<file path="src/bus_pkg.sv">
// ==================================================================
// register bus definitions
// address and data widths, I/O page map, block region enum
// ==================================================================

`default_nettype none

package bus_pkg;

	// ==================================================================
	// bus widths
	// ==================================================================
	localparam int ADR_W = 32;
	localparam int DAT_W = 32;

	// ==================================================================
	// I/O page map
	// ==================================================================
	// address bits 31..24 pick the I/O page
	localparam int IO_PAGE_LSB = 24;
	localparam int IO_PAGE_W = 8;
	localparam logic [IO_PAGE_W-1:0] IO_PAGE = 8'hFE;

	// address bits 11..8 pick the block inside the page
	localparam int REGION_LSB = 8;
	localparam int REGION_W = 4;

	// decoded target of one access
	// everything that is not timer or pic ends up as none
	typedef enum logic [1:0]
	{
		REGION_TIMER = 2'd0,
		REGION_PIC = 2'd1,
		REGION_NONE = 2'd2
	} region_e;

endpackage

`default_nettype wire

</file>
<file path="src/irq_pkg.sv">
// ==================================================================
// timer and interrupt controller definitions
// channel and source counts, control bit positions
// register select enums and the timer mode enum
// ==================================================================

`default_nettype none

package irq_pkg;

	// timer channels and the width of the channel select
	localparam int TMR_CH = 4;
	localparam int CH_W = 2;

	// interrupt lines and the width of a line index
	localparam int IRQ_SRC = 32;
	localparam int SRC_IDX_W = 5;
	localparam int CAUSE_W = 8;

	// channel n drives line TMR_IRQ_BASE+n
	localparam int TMR_IRQ_BASE = 28;

	// bit positions in the timer CTRL and STATUS words
	localparam int CTRL_EN_BIT = 0;
	localparam int CTRL_MODE_BIT = 1;
	localparam int STAT_EXP_BIT = 0;
	localparam int STAT_OUT_BIT = 1;

	// timer register select from address bits 3..2
	typedef enum logic [1:0]
	{
		TMR_RELOAD = 2'd0,
		TMR_COUNT = 2'd1,
		TMR_CTRL = 2'd2,
		TMR_STATUS = 2'd3
	} tmr_reg_e;

	typedef enum logic {MODE_ONESHOT = 1'b0, MODE_PERIODIC = 1'b1} tmr_mode_e;

	// controller register select from address bits 3..2
	typedef enum logic [1:0]
	{
		PIC_MASK = 2'd0,
		PIC_BASE = 2'd1,
		PIC_PENDING = 2'd2,
		PIC_CAUSE = 2'd3
	} pic_reg_e;

endpackage

`default_nettype wire

</file>
<file path="src/interval_timer.sv">
// ==================================================================
// interval timer with four down-counting channels
// external channel clock and gate per channel, expiry status,
// toggling output pins and one interrupt level per channel
// ==================================================================

`default_nettype none
`timescale 1ns/10ps

module interval_timer (
	input wire clk_i,
	input wire rst_n_i,
	input wire req_i,
	input wire we_i,
	input wire [5:0] adr_i,
	input wire [bus_pkg::DAT_W-1:0] wdat_i,
	output logic ack_o,
	output logic [bus_pkg::DAT_W-1:0] rdat_o,
	input wire [irq_pkg::TMR_CH-1:0] chan_clk_i,
	input wire [irq_pkg::TMR_CH-1:0] chan_gate_i,
	output logic [irq_pkg::TMR_CH-1:0] out_o,
	output logic [irq_pkg::TMR_CH-1:0] irq_o
);
	import bus_pkg::*;
	import irq_pkg::*;

	// per channel registers
	logic [DAT_W-1:0] reload [TMR_CH];
	logic [DAT_W-1:0] count [TMR_CH];
	tmr_mode_e ctrl_mode [TMR_CH];
	logic [TMR_CH-1:0] ctrl_en;
	logic [TMR_CH-1:0] status;

	// synchronizer stages, s3 holds the previous clock level
	logic [TMR_CH-1:0] clk_s1;
	logic [TMR_CH-1:0] clk_s2;
	logic [TMR_CH-1:0] clk_s3;
	logic [TMR_CH-1:0] gate_s1;
	logic [TMR_CH-1:0] gate_s2;
	logic [TMR_CH-1:0] run;

	// access decode
	logic [CH_W-1:0] ch_sel;
	tmr_reg_e reg_sel;
	logic [TMR_CH-1:0] wr_ch;
	logic [DAT_W-1:0] rd_word;

	assign ch_sel = adr_i[5:4];
	assign reg_sel = tmr_reg_e'(adr_i[3:2]);

	always_comb
	begin
		for (int n = 0; n < TMR_CH; n++)
			wr_ch[n] = req_i && we_i && (ch_sel == CH_W'(n));
	end

	// ==================================================================
	// channel clock and gate synchronizers
	// ==================================================================
	always_ff @(posedge clk_i)
	begin
		if (!rst_n_i)
		begin
			clk_s1 <= '0;
			clk_s2 <= '0;
			clk_s3 <= '0;
			gate_s1 <= '0;
			gate_s2 <= '0;
		end
		else
		begin
			clk_s1 <= chan_clk_i;
			clk_s2 <= clk_s1;
			clk_s3 <= clk_s2;
			gate_s1 <= chan_gate_i;
			gate_s2 <= gate_s1;
		end
	end

	// rising edge of the channel clock, qualified by enable and gate
	assign run = clk_s2 & ~clk_s3 & gate_s2 & ctrl_en;

	// ==================================================================
	// counters and control registers
	// ==================================================================
	always_ff @(posedge clk_i)
	begin
		if (!rst_n_i)
		begin
			for (int n = 0; n < TMR_CH; n++)
			begin
				reload[n] <= '0;
				count[n] <= '0;
				ctrl_mode[n] <= MODE_ONESHOT;
			end
			ctrl_en <= '0;
			status <= '0;
			out_o <= '0;
		end
		else
		begin
			for (int n = 0; n < TMR_CH; n++)
			begin
				// write-one-to-clear, an expiry in the same cycle still sets
				if (wr_ch[n] && reg_sel == TMR_STATUS && wdat_i[STAT_EXP_BIT])
					status[n] <= 1'b0;
				if (run[n] && count[n] != '0)
				begin
					count[n] <= count[n] - 1'b1;
					// 1 to 0 is the expiry
					if (count[n] == DAT_W'(1))
					begin
						status[n] <= 1'b1;
						out_o[n] <= ~out_o[n];
						if (ctrl_mode[n] == MODE_PERIODIC)
							count[n] <= reload[n];
						else
							ctrl_en[n] <= 1'b0;
					end
				end
				// software writes override the tick
				if (wr_ch[n] && reg_sel == TMR_RELOAD)
				begin
					reload[n] <= wdat_i;
					count[n] <= wdat_i;
				end
				if (wr_ch[n] && reg_sel == TMR_CTRL)
				begin
					ctrl_en[n] <= wdat_i[CTRL_EN_BIT];
					ctrl_mode[n] <= tmr_mode_e'(wdat_i[CTRL_MODE_BIT]);
				end
			end
		end
	end

	assign irq_o = status;

	// ==================================================================
	// read path and acknowledge
	// ==================================================================
	always_comb
	begin
		rd_word = '0;
		case (reg_sel)
			TMR_RELOAD: rd_word = reload[ch_sel];
			TMR_COUNT: rd_word = count[ch_sel];
			TMR_CTRL:
			begin
				rd_word[CTRL_EN_BIT] = ctrl_en[ch_sel];
				rd_word[CTRL_MODE_BIT] = ctrl_mode[ch_sel];
			end
			TMR_STATUS:
			begin
				rd_word[STAT_EXP_BIT] = status[ch_sel];
				rd_word[STAT_OUT_BIT] = out_o[ch_sel];
			end
		endcase
	end

	always_ff @(posedge clk_i)
	begin
		if (!rst_n_i)
			ack_o <= 1'b0;
		else
			ack_o <= req_i;
	end

	// read data has no reset, it is only sampled with ack_o
	always_ff @(posedge clk_i)
	begin
		if (req_i && !we_i)
			rdat_o <= rd_word;
	end

	// count only ever comes from reload or counts down from it
	for (genvar g = 0; g < TMR_CH; g++)
	begin : g_chk
		a_count_le_reload: assert property (@(posedge clk_i) disable iff (!rst_n_i)
			(ctrl_en[g] && reload[g] != '0) |-> (count[g] <= reload[g]));
	end

endmodule

`default_nettype wire

</file>
<file path="src/irq_controller.sv">
// ==================================================================
// interrupt controller for 32 level-sensitive lines
// mask and vector base registers, pending capture,
// highest-line priority encoder and cause generation
// ==================================================================

`default_nettype none
`timescale 1ns/10ps

module irq_controller (
	input wire clk_i,
	input wire rst_n_i,
	input wire req_i,
	input wire we_i,
	input wire [1:0] adr_i,
	input wire [bus_pkg::DAT_W-1:0] wdat_i,
	input wire [irq_pkg::IRQ_SRC-1:0] src_i,
	output logic ack_o,
	output logic [bus_pkg::DAT_W-1:0] rdat_o,
	output logic irq_o,
	output logic [irq_pkg::CAUSE_W-1:0] cause_o
);
	import bus_pkg::*;
	import irq_pkg::*;

	logic [IRQ_SRC-1:0] mask;
	logic [CAUSE_W-1:0] base;
	logic [IRQ_SRC-1:0] pending;

	// next pending vector and its highest set line
	logic [IRQ_SRC-1:0] pend_next;
	logic [SRC_IDX_W-1:0] top_idx;
	logic any_pend;

	pic_reg_e reg_sel;
	logic [DAT_W-1:0] rd_word;

	assign reg_sel = pic_reg_e'(adr_i);

	// ==================================================================
	// pending and priority
	// ==================================================================
	// line 0 is reserved and masked off here
	assign pend_next = src_i & mask & ~IRQ_SRC'(1);
	assign any_pend = |pend_next;

	// scan upward so the highest line is the one that sticks
	always_comb
	begin
		top_idx = '0;
		for (int i = 1; i < IRQ_SRC; i++)
			if (pend_next[i])
				top_idx = SRC_IDX_W'(i);
	end

	always_ff @(posedge clk_i)
	begin
		if (!rst_n_i)
		begin
			mask <= '0;
			base <= '0;
			pending <= '0;
			irq_o <= 1'b0;
			cause_o <= '0;
			ack_o <= 1'b0;
		end
		else
		begin
			ack_o <= req_i;
			if (req_i && we_i)
			begin
				case (reg_sel)
					PIC_MASK: mask <= wdat_i[IRQ_SRC-1:0];
					PIC_BASE: base <= wdat_i[CAUSE_W-1:0];
					// pending and cause are read-only
					default: ;
				endcase
			end
			pending <= pend_next;
			irq_o <= any_pend;
			// cause wraps within 8 bits
			cause_o <= any_pend ? base + CAUSE_W'(top_idx) : '0;
		end
	end

	// ==================================================================
	// register read
	// ==================================================================
	always_comb
	begin
		rd_word = '0;
		case (reg_sel)
			PIC_MASK: rd_word = DAT_W'(mask);
			PIC_BASE: rd_word = DAT_W'(base);
			PIC_PENDING: rd_word = DAT_W'(pending);
			PIC_CAUSE: rd_word = DAT_W'(cause_o);
		endcase
	end

	always_ff @(posedge clk_i)
	begin
		if (req_i && !we_i)
			rdat_o <= rd_word;
	end

	// the request line to the cpu follows the pending register
	a_irq_has_pending: assert property (@(posedge clk_i) disable iff (!rst_n_i)
		irq_o |-> (pending != '0));

endmodule

`default_nettype wire

</file>
<file path="src/periph_bus_router.sv">
// ==================================================================
// register bus router for the I/O page
// region decode, request steering, read data merge and
// the error acknowledge for unmapped addresses
// ==================================================================

`default_nettype none
`timescale 1ns/10ps

module periph_bus_router (
	input wire clk_i,
	input wire rst_n_i,
	input wire req_i,
	input wire [bus_pkg::ADR_W-1:0] adr_i,
	input wire tmr_ack_i,
	input wire [bus_pkg::DAT_W-1:0] tmr_rdat_i,
	input wire pic_ack_i,
	input wire [bus_pkg::DAT_W-1:0] pic_rdat_i,
	output logic tmr_req_o,
	output logic pic_req_o,
	output logic ack_o,
	output logic err_o,
	output logic [bus_pkg::DAT_W-1:0] rdat_o
);
	import bus_pkg::*;

	region_e region;
	logic page_hit;
	logic [REGION_W-1:0] blk;
	logic err_q;

	// ==================================================================
	// address decode
	// ==================================================================
	assign page_hit = (adr_i[IO_PAGE_LSB +: IO_PAGE_W] == IO_PAGE);
	assign blk = adr_i[REGION_LSB +: REGION_W];

	always_comb
	begin
		region = REGION_NONE;
		if (page_hit && blk == REGION_W'(REGION_TIMER))
			region = REGION_TIMER;
		else if (page_hit && blk == REGION_W'(REGION_PIC))
			region = REGION_PIC;
	end

	// strobe goes to exactly one block
	assign tmr_req_o = req_i && (region == REGION_TIMER);
	assign pic_req_o = req_i && (region == REGION_PIC);

	// unmapped access answers itself one cycle later
	always_ff @(posedge clk_i)
	begin
		if (!rst_n_i)
			err_q <= 1'b0;
		else
			err_q <= req_i && (region == REGION_NONE);
	end

	// response merge
	assign ack_o = tmr_ack_i | pic_ack_i | err_q;
	assign err_o = err_q;
	assign rdat_o = ({DAT_W{tmr_ack_i}} & tmr_rdat_i) | ({DAT_W{pic_ack_i}} & pic_rdat_i);

	a_ack_onehot: assert property (@(posedge clk_i) disable iff (!rst_n_i)
		!(tmr_ack_i && pic_ack_i));

	// every request is answered on the next clock
	a_ack_next: assert property (@(posedge clk_i) disable iff (!rst_n_i)
		req_i |=> ack_o);

endmodule

`default_nettype wire

</file>
<file path="src/mpu_periph.sv">
// ==================================================================
// peripheral top level
// bus router, interval timer and interrupt controller,
// with the timer interrupts merged onto the upper irq lines
// ==================================================================

`default_nettype none
`timescale 1ns/10ps

module mpu_periph (
	input wire clk_i,
	input wire rst_n_i,
	input wire req_i,
	input wire we_i,
	input wire [bus_pkg::ADR_W-1:0] adr_i,
	input wire [bus_pkg::DAT_W-1:0] wdat_i,
	output logic [bus_pkg::DAT_W-1:0] rdat_o,
	output logic ack_o,
	output logic err_o,
	input wire [irq_pkg::IRQ_SRC-1:0] irq_bus_i,
	input wire [irq_pkg::TMR_CH-1:0] chan_clk_i,
	input wire [irq_pkg::TMR_CH-1:0] chan_gate_i,
	output logic [irq_pkg::TMR_CH-1:0] tmr_out_o,
	output logic irq_o,
	output logic [irq_pkg::CAUSE_W-1:0] cause_o
);
	import bus_pkg::*;
	import irq_pkg::*;

	logic tmr_req;
	logic pic_req;
	logic tmr_ack;
	logic pic_ack;
	logic [DAT_W-1:0] tmr_rdat;
	logic [DAT_W-1:0] pic_rdat;
	logic [TMR_CH-1:0] tmr_irq;
	logic [IRQ_SRC-1:0] irq_src;

	// timer channels land on lines 28..31
	assign irq_src = irq_bus_i | ({{(IRQ_SRC-TMR_CH){1'b0}}, tmr_irq} << TMR_IRQ_BASE);

	periph_bus_router u_router (
		.clk_i(clk_i),
		.rst_n_i(rst_n_i),
		.req_i(req_i),
		.adr_i(adr_i),
		.tmr_ack_i(tmr_ack),
		.tmr_rdat_i(tmr_rdat),
		.pic_ack_i(pic_ack),
		.pic_rdat_i(pic_rdat),
		.tmr_req_o(tmr_req),
		.pic_req_o(pic_req),
		.ack_o(ack_o),
		.err_o(err_o),
		.rdat_o(rdat_o)
	);

	interval_timer u_timer (
		.clk_i(clk_i),
		.rst_n_i(rst_n_i),
		.req_i(tmr_req),
		.we_i(we_i),
		.adr_i(adr_i[5:0]),
		.wdat_i(wdat_i),
		.ack_o(tmr_ack),
		.rdat_o(tmr_rdat),
		.chan_clk_i(chan_clk_i),
		.chan_gate_i(chan_gate_i),
		.out_o(tmr_out_o),
		.irq_o(tmr_irq)
	);

	// register select only needs address bits 3..2
	irq_controller u_pic (
		.clk_i(clk_i),
		.rst_n_i(rst_n_i),
		.req_i(pic_req),
		.we_i(we_i),
		.adr_i(adr_i[3:2]),
		.wdat_i(wdat_i),
		.src_i(irq_src),
		.ack_o(pic_ack),
		.rdat_o(pic_rdat),
		.irq_o(irq_o),
		.cause_o(cause_o)
	);

endmodule

`default_nettype wire

</file>
<file path="config.mk">
export PLATFORM = sky130hd
export DESIGN_NAME = mpu_periph
export DESIGN_NICKNAME = d
export VERILOG_FILES = /design/src/bus_pkg.sv /design/src/irq_pkg.sv /design/src/interval_timer.sv /design/src/irq_controller.sv /design/src/periph_bus_router.sv /design/src/mpu_periph.sv
export SDC_FILE = /design/constraint.sdc
export NUM_CORES = 1
export LEC_CHECK = 0
export BUFFER_PORTS_ARGS = -buffer_cell sky130_fd_sc_hd__buf_2
export CORE_UTILIZATION = 35
export CTS_BUF_LIST = sky130_fd_sc_hd__clkbuf_16
export CTS_CLUSTER_DIAMETER = 120
export DETAILED_ROUTE_END_ITERATION = 10
export GPL_ROUTABILITY_DRIVEN = 0
export HOLD_SLACK_MARGIN = 0.08
export PLACE_DENSITY = 0.59
export SLEW_MARGIN = 10
export SYNTH_ARGS = -nofsm -noshare
export SYNTH_HDL_FRONTEND = slang
export SYNTH_SLANG_ARGS = --single-unit
</file>
<file path="constraint.sdc">
create_clock -name clk_i -period 10.7 [get_ports clk_i]
set_clock_uncertainty 0.05 [all_clocks]
set_input_delay 1.605 -clock clk_i [delete_from_list [all_inputs] [get_ports clk_i]]
set_output_delay 1.605 -clock clk_i [all_outputs]
set_load 0.05 [all_outputs]
</file>
# Yosys cells after proc, flatten, opt, wreduce, memory -nomap -nowiden
# Memory sizes are Yosys's and may differ from the RTL's.
# Cells that the tools add are included.
[totals]
reg_bits = 180
ramBits = 260
elab_cells = 296
memories = 3
[memory_table]
columns = ["memory", "words", "word_bits", "rd", "rd_ports_with_merged_regs", "write_ports", "line", "source"]
rows = [
  ["u_timer.count", 4, 32, 5, 0, 4, "interval_timer.sv:29", "logic [DAT_W-1:0] count [TMR_CH];"],
  ["u_timer.reload", 4, 32, 5, 0, 4, "interval_timer.sv:28", "logic [DAT_W-1:0] reload [TMR_CH];"],
  ["u_timer.ctrl_mode", 4, 1, 5, 0, 4, "interval_timer.sv:30", "tmr_mode_e ctrl_mode [TMR_CH];"],
]
[op_classes]
addsub = 5
order_cmp = 1
n_eq_ne = 18
n_mux = 147
bitwise_logic = 35
n_reduce_logical = 62
[ops]
columns = ["cell", "n"]
rows = [
  ["32-bit two-way mux", 16],
  ["5-bit two-way mux", 30],
  ["32-bit by 1-bit equality test with 1-bit output (second input constant)", 4],
  ["32-bit case mux with 4 select lines", 1],
  ["32-bit nonzero test", 4],
  ["32-bit by 1-bit subtractor with 32-bit output (second input constant)", 4],
  ["32-bit AND", 3],
  ["1-bit two-way mux", 93],
  ["32-bit OR", 2],
  ["30-bit case mux with 2 select lines", 1],
  ["1-bit logical AND", 33],
  ["31-bit OR reduction", 1],
  ["1-bit OR", 22],
  ["2-bit nonzero test", 8],
  ["2-bit AND reduction", 7],
  ["4-bit AND", 3],
  ["3-bit AND reduction", 4],
  ["2-bit equality test (second input constant)", 5],
  ["8-bit by 5-bit adder with 8-bit output", 1],
  ["8-bit equality test (second input constant)", 1],
  ["2-bit != test (second input constant)", 4],
  ["2-bit case mux with 4 select lines", 1],
  ["1-bit binary-select mux with 2-bit select", 3],
  ["2-bit by 1-bit equality test with 1-bit output (second input constant)", 3],
  ["other kinds (8)", 14],
]

# Longest topological paths before layout
# Gate-level depths: netlist (run 1).
[logic_depth]
word_depth = 34
ltp_mapped = 14
ltp_nobuf = 14

# Modules after synthesis
# Synthesis (run 1) repeated with hierarchy kept, for this count alone.
[hier_totals]
cells_unflattened = 2060
hier_area_um2 = 23557.6
[by_module_without_submodules]
columns = ["mod", "instances", "cells_each", "area_each_um2"]
rows = [
  ["interval_timer", 1, 1537, 18331.3],
  ["irq_controller", 1, 469, 4798.4],
  ["periph_bus_router", 1, 50, 402.9],
  ["mpu_periph", 1, 4, 25.0],
]

# Worst setup path before layout (run 1)
# Ideal clock, no wire load.
[synth_path]
kind = "input to register"
from = "input port adr_i[10] (netlist name)"
to = "memory u_timer.count[0][0], enable pin"
arrival_time_ps = 5739
slack_ps = 4483
stages = 6
n_path_buf = 1
path_cell_list = "and4b_1 and4_1 buf_2 nand2_1 o21ai_0 o21bai_1"
[synth_lines]
columns = ["item", "line", "source"]
rows = [
  ["from (decl)", "mpu_periph.sv:15", "input wire [bus_pkg::ADR_W-1:0] adr_i,"],
  ["to (decl)", "interval_timer.sv:29", ""],
]

==> impl_metrics.json, run 1 <==
{
  "syn_avg_cell_area_sq_um": 11.1,
  "yosysWarnings": 0,
  "first_pass_iters": 9,
  "met2_usage": 0.367,
  "worst_hold_slack_ns": 0.382,
  "slew_viol_final": 0,
  "cp.required_ns": 10.85,
  "ys.flop_type": "edfxtp_1",
  "htreeDepth": 2,
  "start_util": 0.355,
  "cts_hold_buf": 0,
  "worst_setup_path_end_kind": "register",
  "clk_latency_ns": 0.60,
  "cts_tree": "built",
  "grt_max_degree": 81,
  "power_density_nw_per_um2": 141,
  "antenna_found_initial": 0,
  "area_growth_pct": 12.9,
  "grt_most_used_layer": "met2",
  "cap_violations": 0,
  "grt_pass1_vias": 17600,
  "num_antenna_cells": 0,
  "met3_usage": 0.0339,
  "globalRouteMet1Util": 0.323,
  "fin_crit_sh": 0.439,
  "wirelength_mm": 80.6,
  "crit_fanout": 34,
  "vias": 18300,
  "postCtsSetupBuffers": 0,
  "dieArea_sq_um": 67900,
  "fp.dieH_um": 261,
  "critical_path_arrival_ns": 4.85,
  "layout-drive-gt1-share": 0.181,
  "nets": 2336,
  "cts_buffer_depth": 3,
  "cts-root-buf": "clkbuf_16",
  "final_area_sq_um": 26400,
  "rsz0062_at_grt": "false",
  "yosysTopAreaCell": "edfxtp_1",
  "row_count": 94,
  "dp.final_hpwl_mm": 53.9,
  "cts_resized": 0,
  "die_w_um": 261,
  "finalHoldViolCount": 0,
  "fin_setup_tns_ns": 0,
  "path_class": "in -> reg",
  "grt_pass1_wl_mm": 117,
  "clk_pin_slew_ns": 0.06,
  "portBuffers": 137,
  "drc_errors": 10,
  "grt_usage": 0.235,
  "synth_edf_count": 321,
  "synth_top_cell_area_share": 0.412,
  "ir_drop_uv": 112,
  "io_pins": 155,
  "cts_sinks": 439,
  "synth_area_sq_um": 23400,
  "cp-start-kind": "input port",
  "coreArea_sq_um": 66000,
  "finalCriticalPeriod_ns": 4.70,
  "via_per_inst": 5.87,
  "overflow": 0,
  "ys_types": 80,
  "status": "finished with violations",
  "max-slew-margin-rel": 0.176,
  "setup_viol": 0,
  "synthTopCellsByArea": "edfxtp_1, dfxtp_1, mux4_2, nand2_1, and2_1",
  "violations": "design-rule violations",
  "worstMarginPinSlew_ns": 1.24,
  "synth-async-reset-ratio": 0,
  "drt_first_iter_violations": 2294,
  "hold_path.class": "reg -> reg",
  "p_leak_nw": 10.1,
  "fmax_mhz": 213,
  "cts_buffers": 47,
  "ys_seq_elements": 439,
  "synth.yosys.seq_area_share": 0.513,
  "antenna_left": 0,
  "syn_nets": 2235,
  "synthCells": 2109,
  "wl_per_cell_um": 25.9,
  "placed_cell_area_sq_um": 25000
}
report_power, final:
| group | total (W) | switching, W | leakage [nW] | internal, W |
|---|---|---|---|---|
| logic | 0.000254 | 0.000157 | 5.27 | 0.0000968 |
| clock network | 0.00155 | 0.000708 | 0.753 | 0.000842 |
| registers | 0.00193 | 0.0000584 | 4.05 | 0.00187 |
| total | 0.00373 | 0.000924 | 10.1 | 0.00281 |
placed cells by master (no fill, tap or decap), types with 42 or more instances in the layout:
cell type | synthesis | final
clkbuf_16 | 0 | 50
a21oi_1 | 99 | 99
xor2_1 | 57 | 57
mux4_2 | 77 | 77
nor4_1 | 44 | 42
edfxtp_1 | 321 | 321
xnor2_1 | 59 | 59
dfxtp_1 | 118 | 118
buf_2 | 26 | 134
nor2_1 | 198 | 195
mux2i_1 | 62 | 62
nor3_1 | 49 | 45
inv_1 | 38 | 49
and2_1 | 132 | 132
nand2_1 | 254 | 253
worst max-delay path: stages:
cell,delay (ns)
buf_2,0.11
or4b_1,0.53
nor3_1,0.52
nand3_1,0.17
nand2_2,0.85
or2_2,1.03
cell type report:
class                      instances  area [sq um]
inverter                          40           150
clock inverter                    35           173
fill                            6333         39600
multi-input combinational       1512         10800
tap                              864          1080
timing repair buffer             170           941
clock buffer                      50          1250
sequential                       439         12000
registers in the layout (all words and copies together), names as in the netlist, 8 cells and up:
name / count
u_pic.cause_o: 8
u_pic.mask: 32
u_pic.base: 8
u_timer.count: 128
u_timer.rdat_o: 32
u_timer.reload: 128
u_pic.pending: 31
u_pic.rdat_o: 32
cells by family after synthesis:
family,Yosys count,share of synthesized area
AOI/OAI and AO/OA,363,0.110
DFF,439,0.513
and+or+nand+nor,874,0.192
muxes,141,0.102
buffers and inverters,158,0.0299
xor gates and xnor gates,116,0.0434
adders and majority gates,18,0.00994
cells in the mapped netlist (11+ instances only):
library cell,n
a21o_1,24
nand2_1,254
nor2b_1,11
xnor2_1,59
and2_1,132
or3_1,23
nand3_1,37
a221oi_1,12
edfxtp_1,321
a22o_1,33
or2_1,17
nor2_1,198
o211ai_1,17
a21oi_2,19
nand4_1,24
nor3_1,49
dfxtp_1,118
a211oi_1,18
ha_1,17
buf_2,26
xor2_1,57
mux2i_1,62
nor4_1,44
clkbuf_1,76
mux4_2,77
a21oi_1,99
inv_1,38
or4_1,14
a22oi_2,20
o21bai_1,39
o21ai_0,42
per-layer routing:
layer | part of all wire | vias to the layer above
met5 | 0 | -
met4 | 0.042 | 0
met3 | 0.091 | 159
met2 | 0.46 | 987
met1 | 0.41 | 9112
li1 | - | 8006
final timing paths:
path                                                    start                            endpoint  slack [ns]  depth (start not counted)
worst max-delay path                                 adr_i[9]  u_timer.count[2][21]$_SDFFCE_PN0P_        6.00                          6
worst max register to register     u_pic.mask[4]$_SDFFE_PN0P_         u_pic.cause_o[7]$_SDFF_PN0_        6.90                         13
worst min-delay path            u_timer.gate_s1[0]$_SDFF_PN0_       u_timer.gate_s2[0]$_SDFF_PN0_        0.38                          1
worst min register to register  u_timer.gate_s1[0]$_SDFF_PN0_       u_timer.gate_s2[0]$_SDFF_PN0_        0.38                          1
through the flow:
stage / std cells / setup WS [ns] / utilization / total power, W
final: 3110 / 6.00 / 0.400 / 0.00373
after global routing: 3110 / 5.82 / 0.400 / 0.00383
after CTS: 3110 / 5.95 / 0.400 / 0.00374
after detailed placement: 3025 / 5.35 / 0.379 / 0.00222
after global placement: 3025 / 5.40 / 0.379 / 0.00221
after floorplan: 2109 / 4.48 / - / 0.00209
(Power assumes the default switching activity.)
==> inputs of run 2 (changes only) <==
clock period = 4.6 ns   (was 10.7 ns; I/O delays follow)
==> run 2 against run 1 <==
The run still ends with design-rule violations left. First-iteration DRC count is 1.9% lower. Non-clock buffer count is 19 higher. Largest cell class unchanged. Combinational power is 130% higher. Global-route usage hardly changed. Critical path type is now reg -> reg. Routed wire length hardly changed. Highest routed layer is now met5. Critical path depth is 7 higher.
==> impl_metrics.json, run 2 (synthesis gave the netlist of run 1 again) <==
{
  "status": "finished with violations",
  "violations": "design-rule violations",
  "postCtsSetupBuffers": 0,
  "max-slew-margin-rel": 0.218,
  "fin_crit_sh": 0.826,
  "antenna_left": 0,
  "reg2reg_to": "u_pic.cause_o[7]$_SDFF_PN0_",
  "drt_first_iter_violations": 2251,
  "hp-start": "chan_clk_i[1]",
  "layout_commonest_cell": "edfxtp_1",
  "cts_hold_buf": 0,
  "dp.final_hpwl_mm": 54.8,
  "die_w_um": 261,
  "clk_pin_slew_ns": 0.06,
  "ir_drop_uv": 272,
  "worst_setup_path_end_kind": "register",
  "slew_viol_final": 0,
  "cts_buffer_depth": 3,
  "r2r-start": "u_pic.mask[4]$_SDFFE_PN0P_",
  "grt_usage": 0.235,
  "coreArea_sq_um": 66000,
  "fmax_mhz": 263,
  "setup_viol": 0,
  "path_class": "reg -> reg",
  "htreeDepth": 2,
  "vias": 18300,
  "cts_buffers": 47,
  "cp-start-kind": "register",
  "placedCellCount": 3044,
  "via_per_inst": 5.84,
  "cts_sinks": 439,
  "r2r_slack_ns": 0.80,
  "cts_tree": "built",
  "portBuffers": 137,
  "antenna_found_initial": 2,
  "cap_violations": 0,
  "num_antenna_cells": 0,
  "ff2ff_path_depth": 13,
  "layout-drive-gt1-share": 0.185,
  "fin_setup_tns_ns": 0,
  "finalHoldViolCount": 0,
  "start_util": 0.355,
  "clk_latency_ns": 0.61,
  "min_path_cells": 2,
  "row_count": 94,
  "reg_top3": "u_timer.count: 128 flops, u_timer.reload: 128 flops",
  "post-route-util": 0.404,
  "nets": 2355,
  "power_density_nw_per_um2": 328,
  "area_growth_pct": 13.8,
  "fp.dieH_um": 261,
  "cts-root-buf": "clkbuf_16",
  "grt_pass1_wl_mm": 118,
  "dieArea_sq_um": 67900,
  "grt_pass1_vias": 17700,
  "layout_common_cells": "edfxtp_1, nand2_1, nor2_1, buf_2, and2_1",
  "drc_errors": 14,
  "rsz0062_at_grt": "false",
  "hold_path.class": "in -> reg",
  "whs_endpoint": "u_timer.clk_s1[1]$_SDFF_PN0_",
  "p_leak_nw": 10.2,
  "crit_fanout": 5,
  "overflow": 0,
  "finalCriticalPeriod_ns": 3.80,
  "io_pins": 155,
  "cp.required_ns": 4.99,
  "cts_resized": 0,
  "worstMarginPinSlew_ns": 1.16,
  "grt_max_degree": 62,
  "wl_per_cell_um": 25.8,
  "critical_path_arrival_ns": 4.19,
  "power_w": 0.00874,
  "layoutNonFillerInstCount": 3129,
  "wirelength_mm": 80.6,
  "first_pass_iters": 9
}
run 2: final cells by class:
type	instances	area, sq um
fillers	6319	39300
well taps	864	1080
inverters	40	150
repair buffers	189	1150
multi-input cells	1512	10800
flip-flops and latches	439	12000
clock inverters	34	168
clock buffers	51	1280
run 2: critical path, cell delays in order (launching register included):
cell,delay [ns]
dfxtp_1,0.37
a22oi_1,0.31
a21boi_0,0.34
o21ai_0,0.18
a21oi_1,0.25
o211ai_1,0.13
a21oi_1,0.36
ha_1,0.31
a21o_1,0.15
a21oi_1,0.40
nor2_1,0.12
a211oi_1,0.42
or3_1,0.18
a21oi_1,0.06
run 2: worst max-delay path by stage:
| stage | to | cells after the start | startpoint |
|---|---|---|---|
| after floorplan | u_timer.count[0][0]$_SDFFCE_PN0P_ | 6 | adr_i[10] |
| after global placement | u_pic.cause_o[7]$_SDFF_PN0_ | 14 | irq_bus_i[5] |
| after detailed placement | u_pic.cause_o[7]$_SDFF_PN0_ | 14 | irq_bus_i[5] |
| after CTS | u_pic.cause_o[7]$_SDFF_PN0_ | 13 | u_pic.mask[4]$_SDFFE_PN0P_ |
| after global routing | u_pic.cause_o[7]$_SDFF_PN0_ | 13 | u_pic.mask[4]$_SDFFE_PN0P_ |
| final | u_pic.cause_o[7]$_SDFF_PN0_ | 13 | u_pic.mask[4]$_SDFFE_PN0P_ |
run 2: per-stage QoR:
stage | hold slack, ns | setup slack [ns] | cell area (sq um)
after floorplan | 0.362 | 0.191 | 23400
after global placement | 0.365 | 0.755 | 25200
after detailed placement | 0.370 | 0.632 | 25200
after CTS | 0.213 | 1.03 | 26600
after global routing | 0.227 | 0.663 | 26600
final | 0.242 | 0.799 | 26600
run 2: report_power, final:
| group | switching (W) | leakage (nW) | internal, W |
|---|---|---|---|
| Sequential | 0.000135 | 4.05 | 0.00435 |
| Combinational | 0.000367 | 5.38 | 0.000230 |
| Clock | 0.00165 | 0.771 | 0.00200 |
| Total | 0.00216 | 10.2 | 0.00658 |
run 2: per-layer routing:
metal | vias to the layer above | global-route usage | share of wire
met2 | 900 | 0.366 | 0.46
met1 | 9168 | 0.319 | 0.41
li1 | 8043 | - | -
met4 | 2 | 0.0926 | 0.040
met3 | 160 | 0.0484 | 0.093
met5 | - | 0 | 0.00021
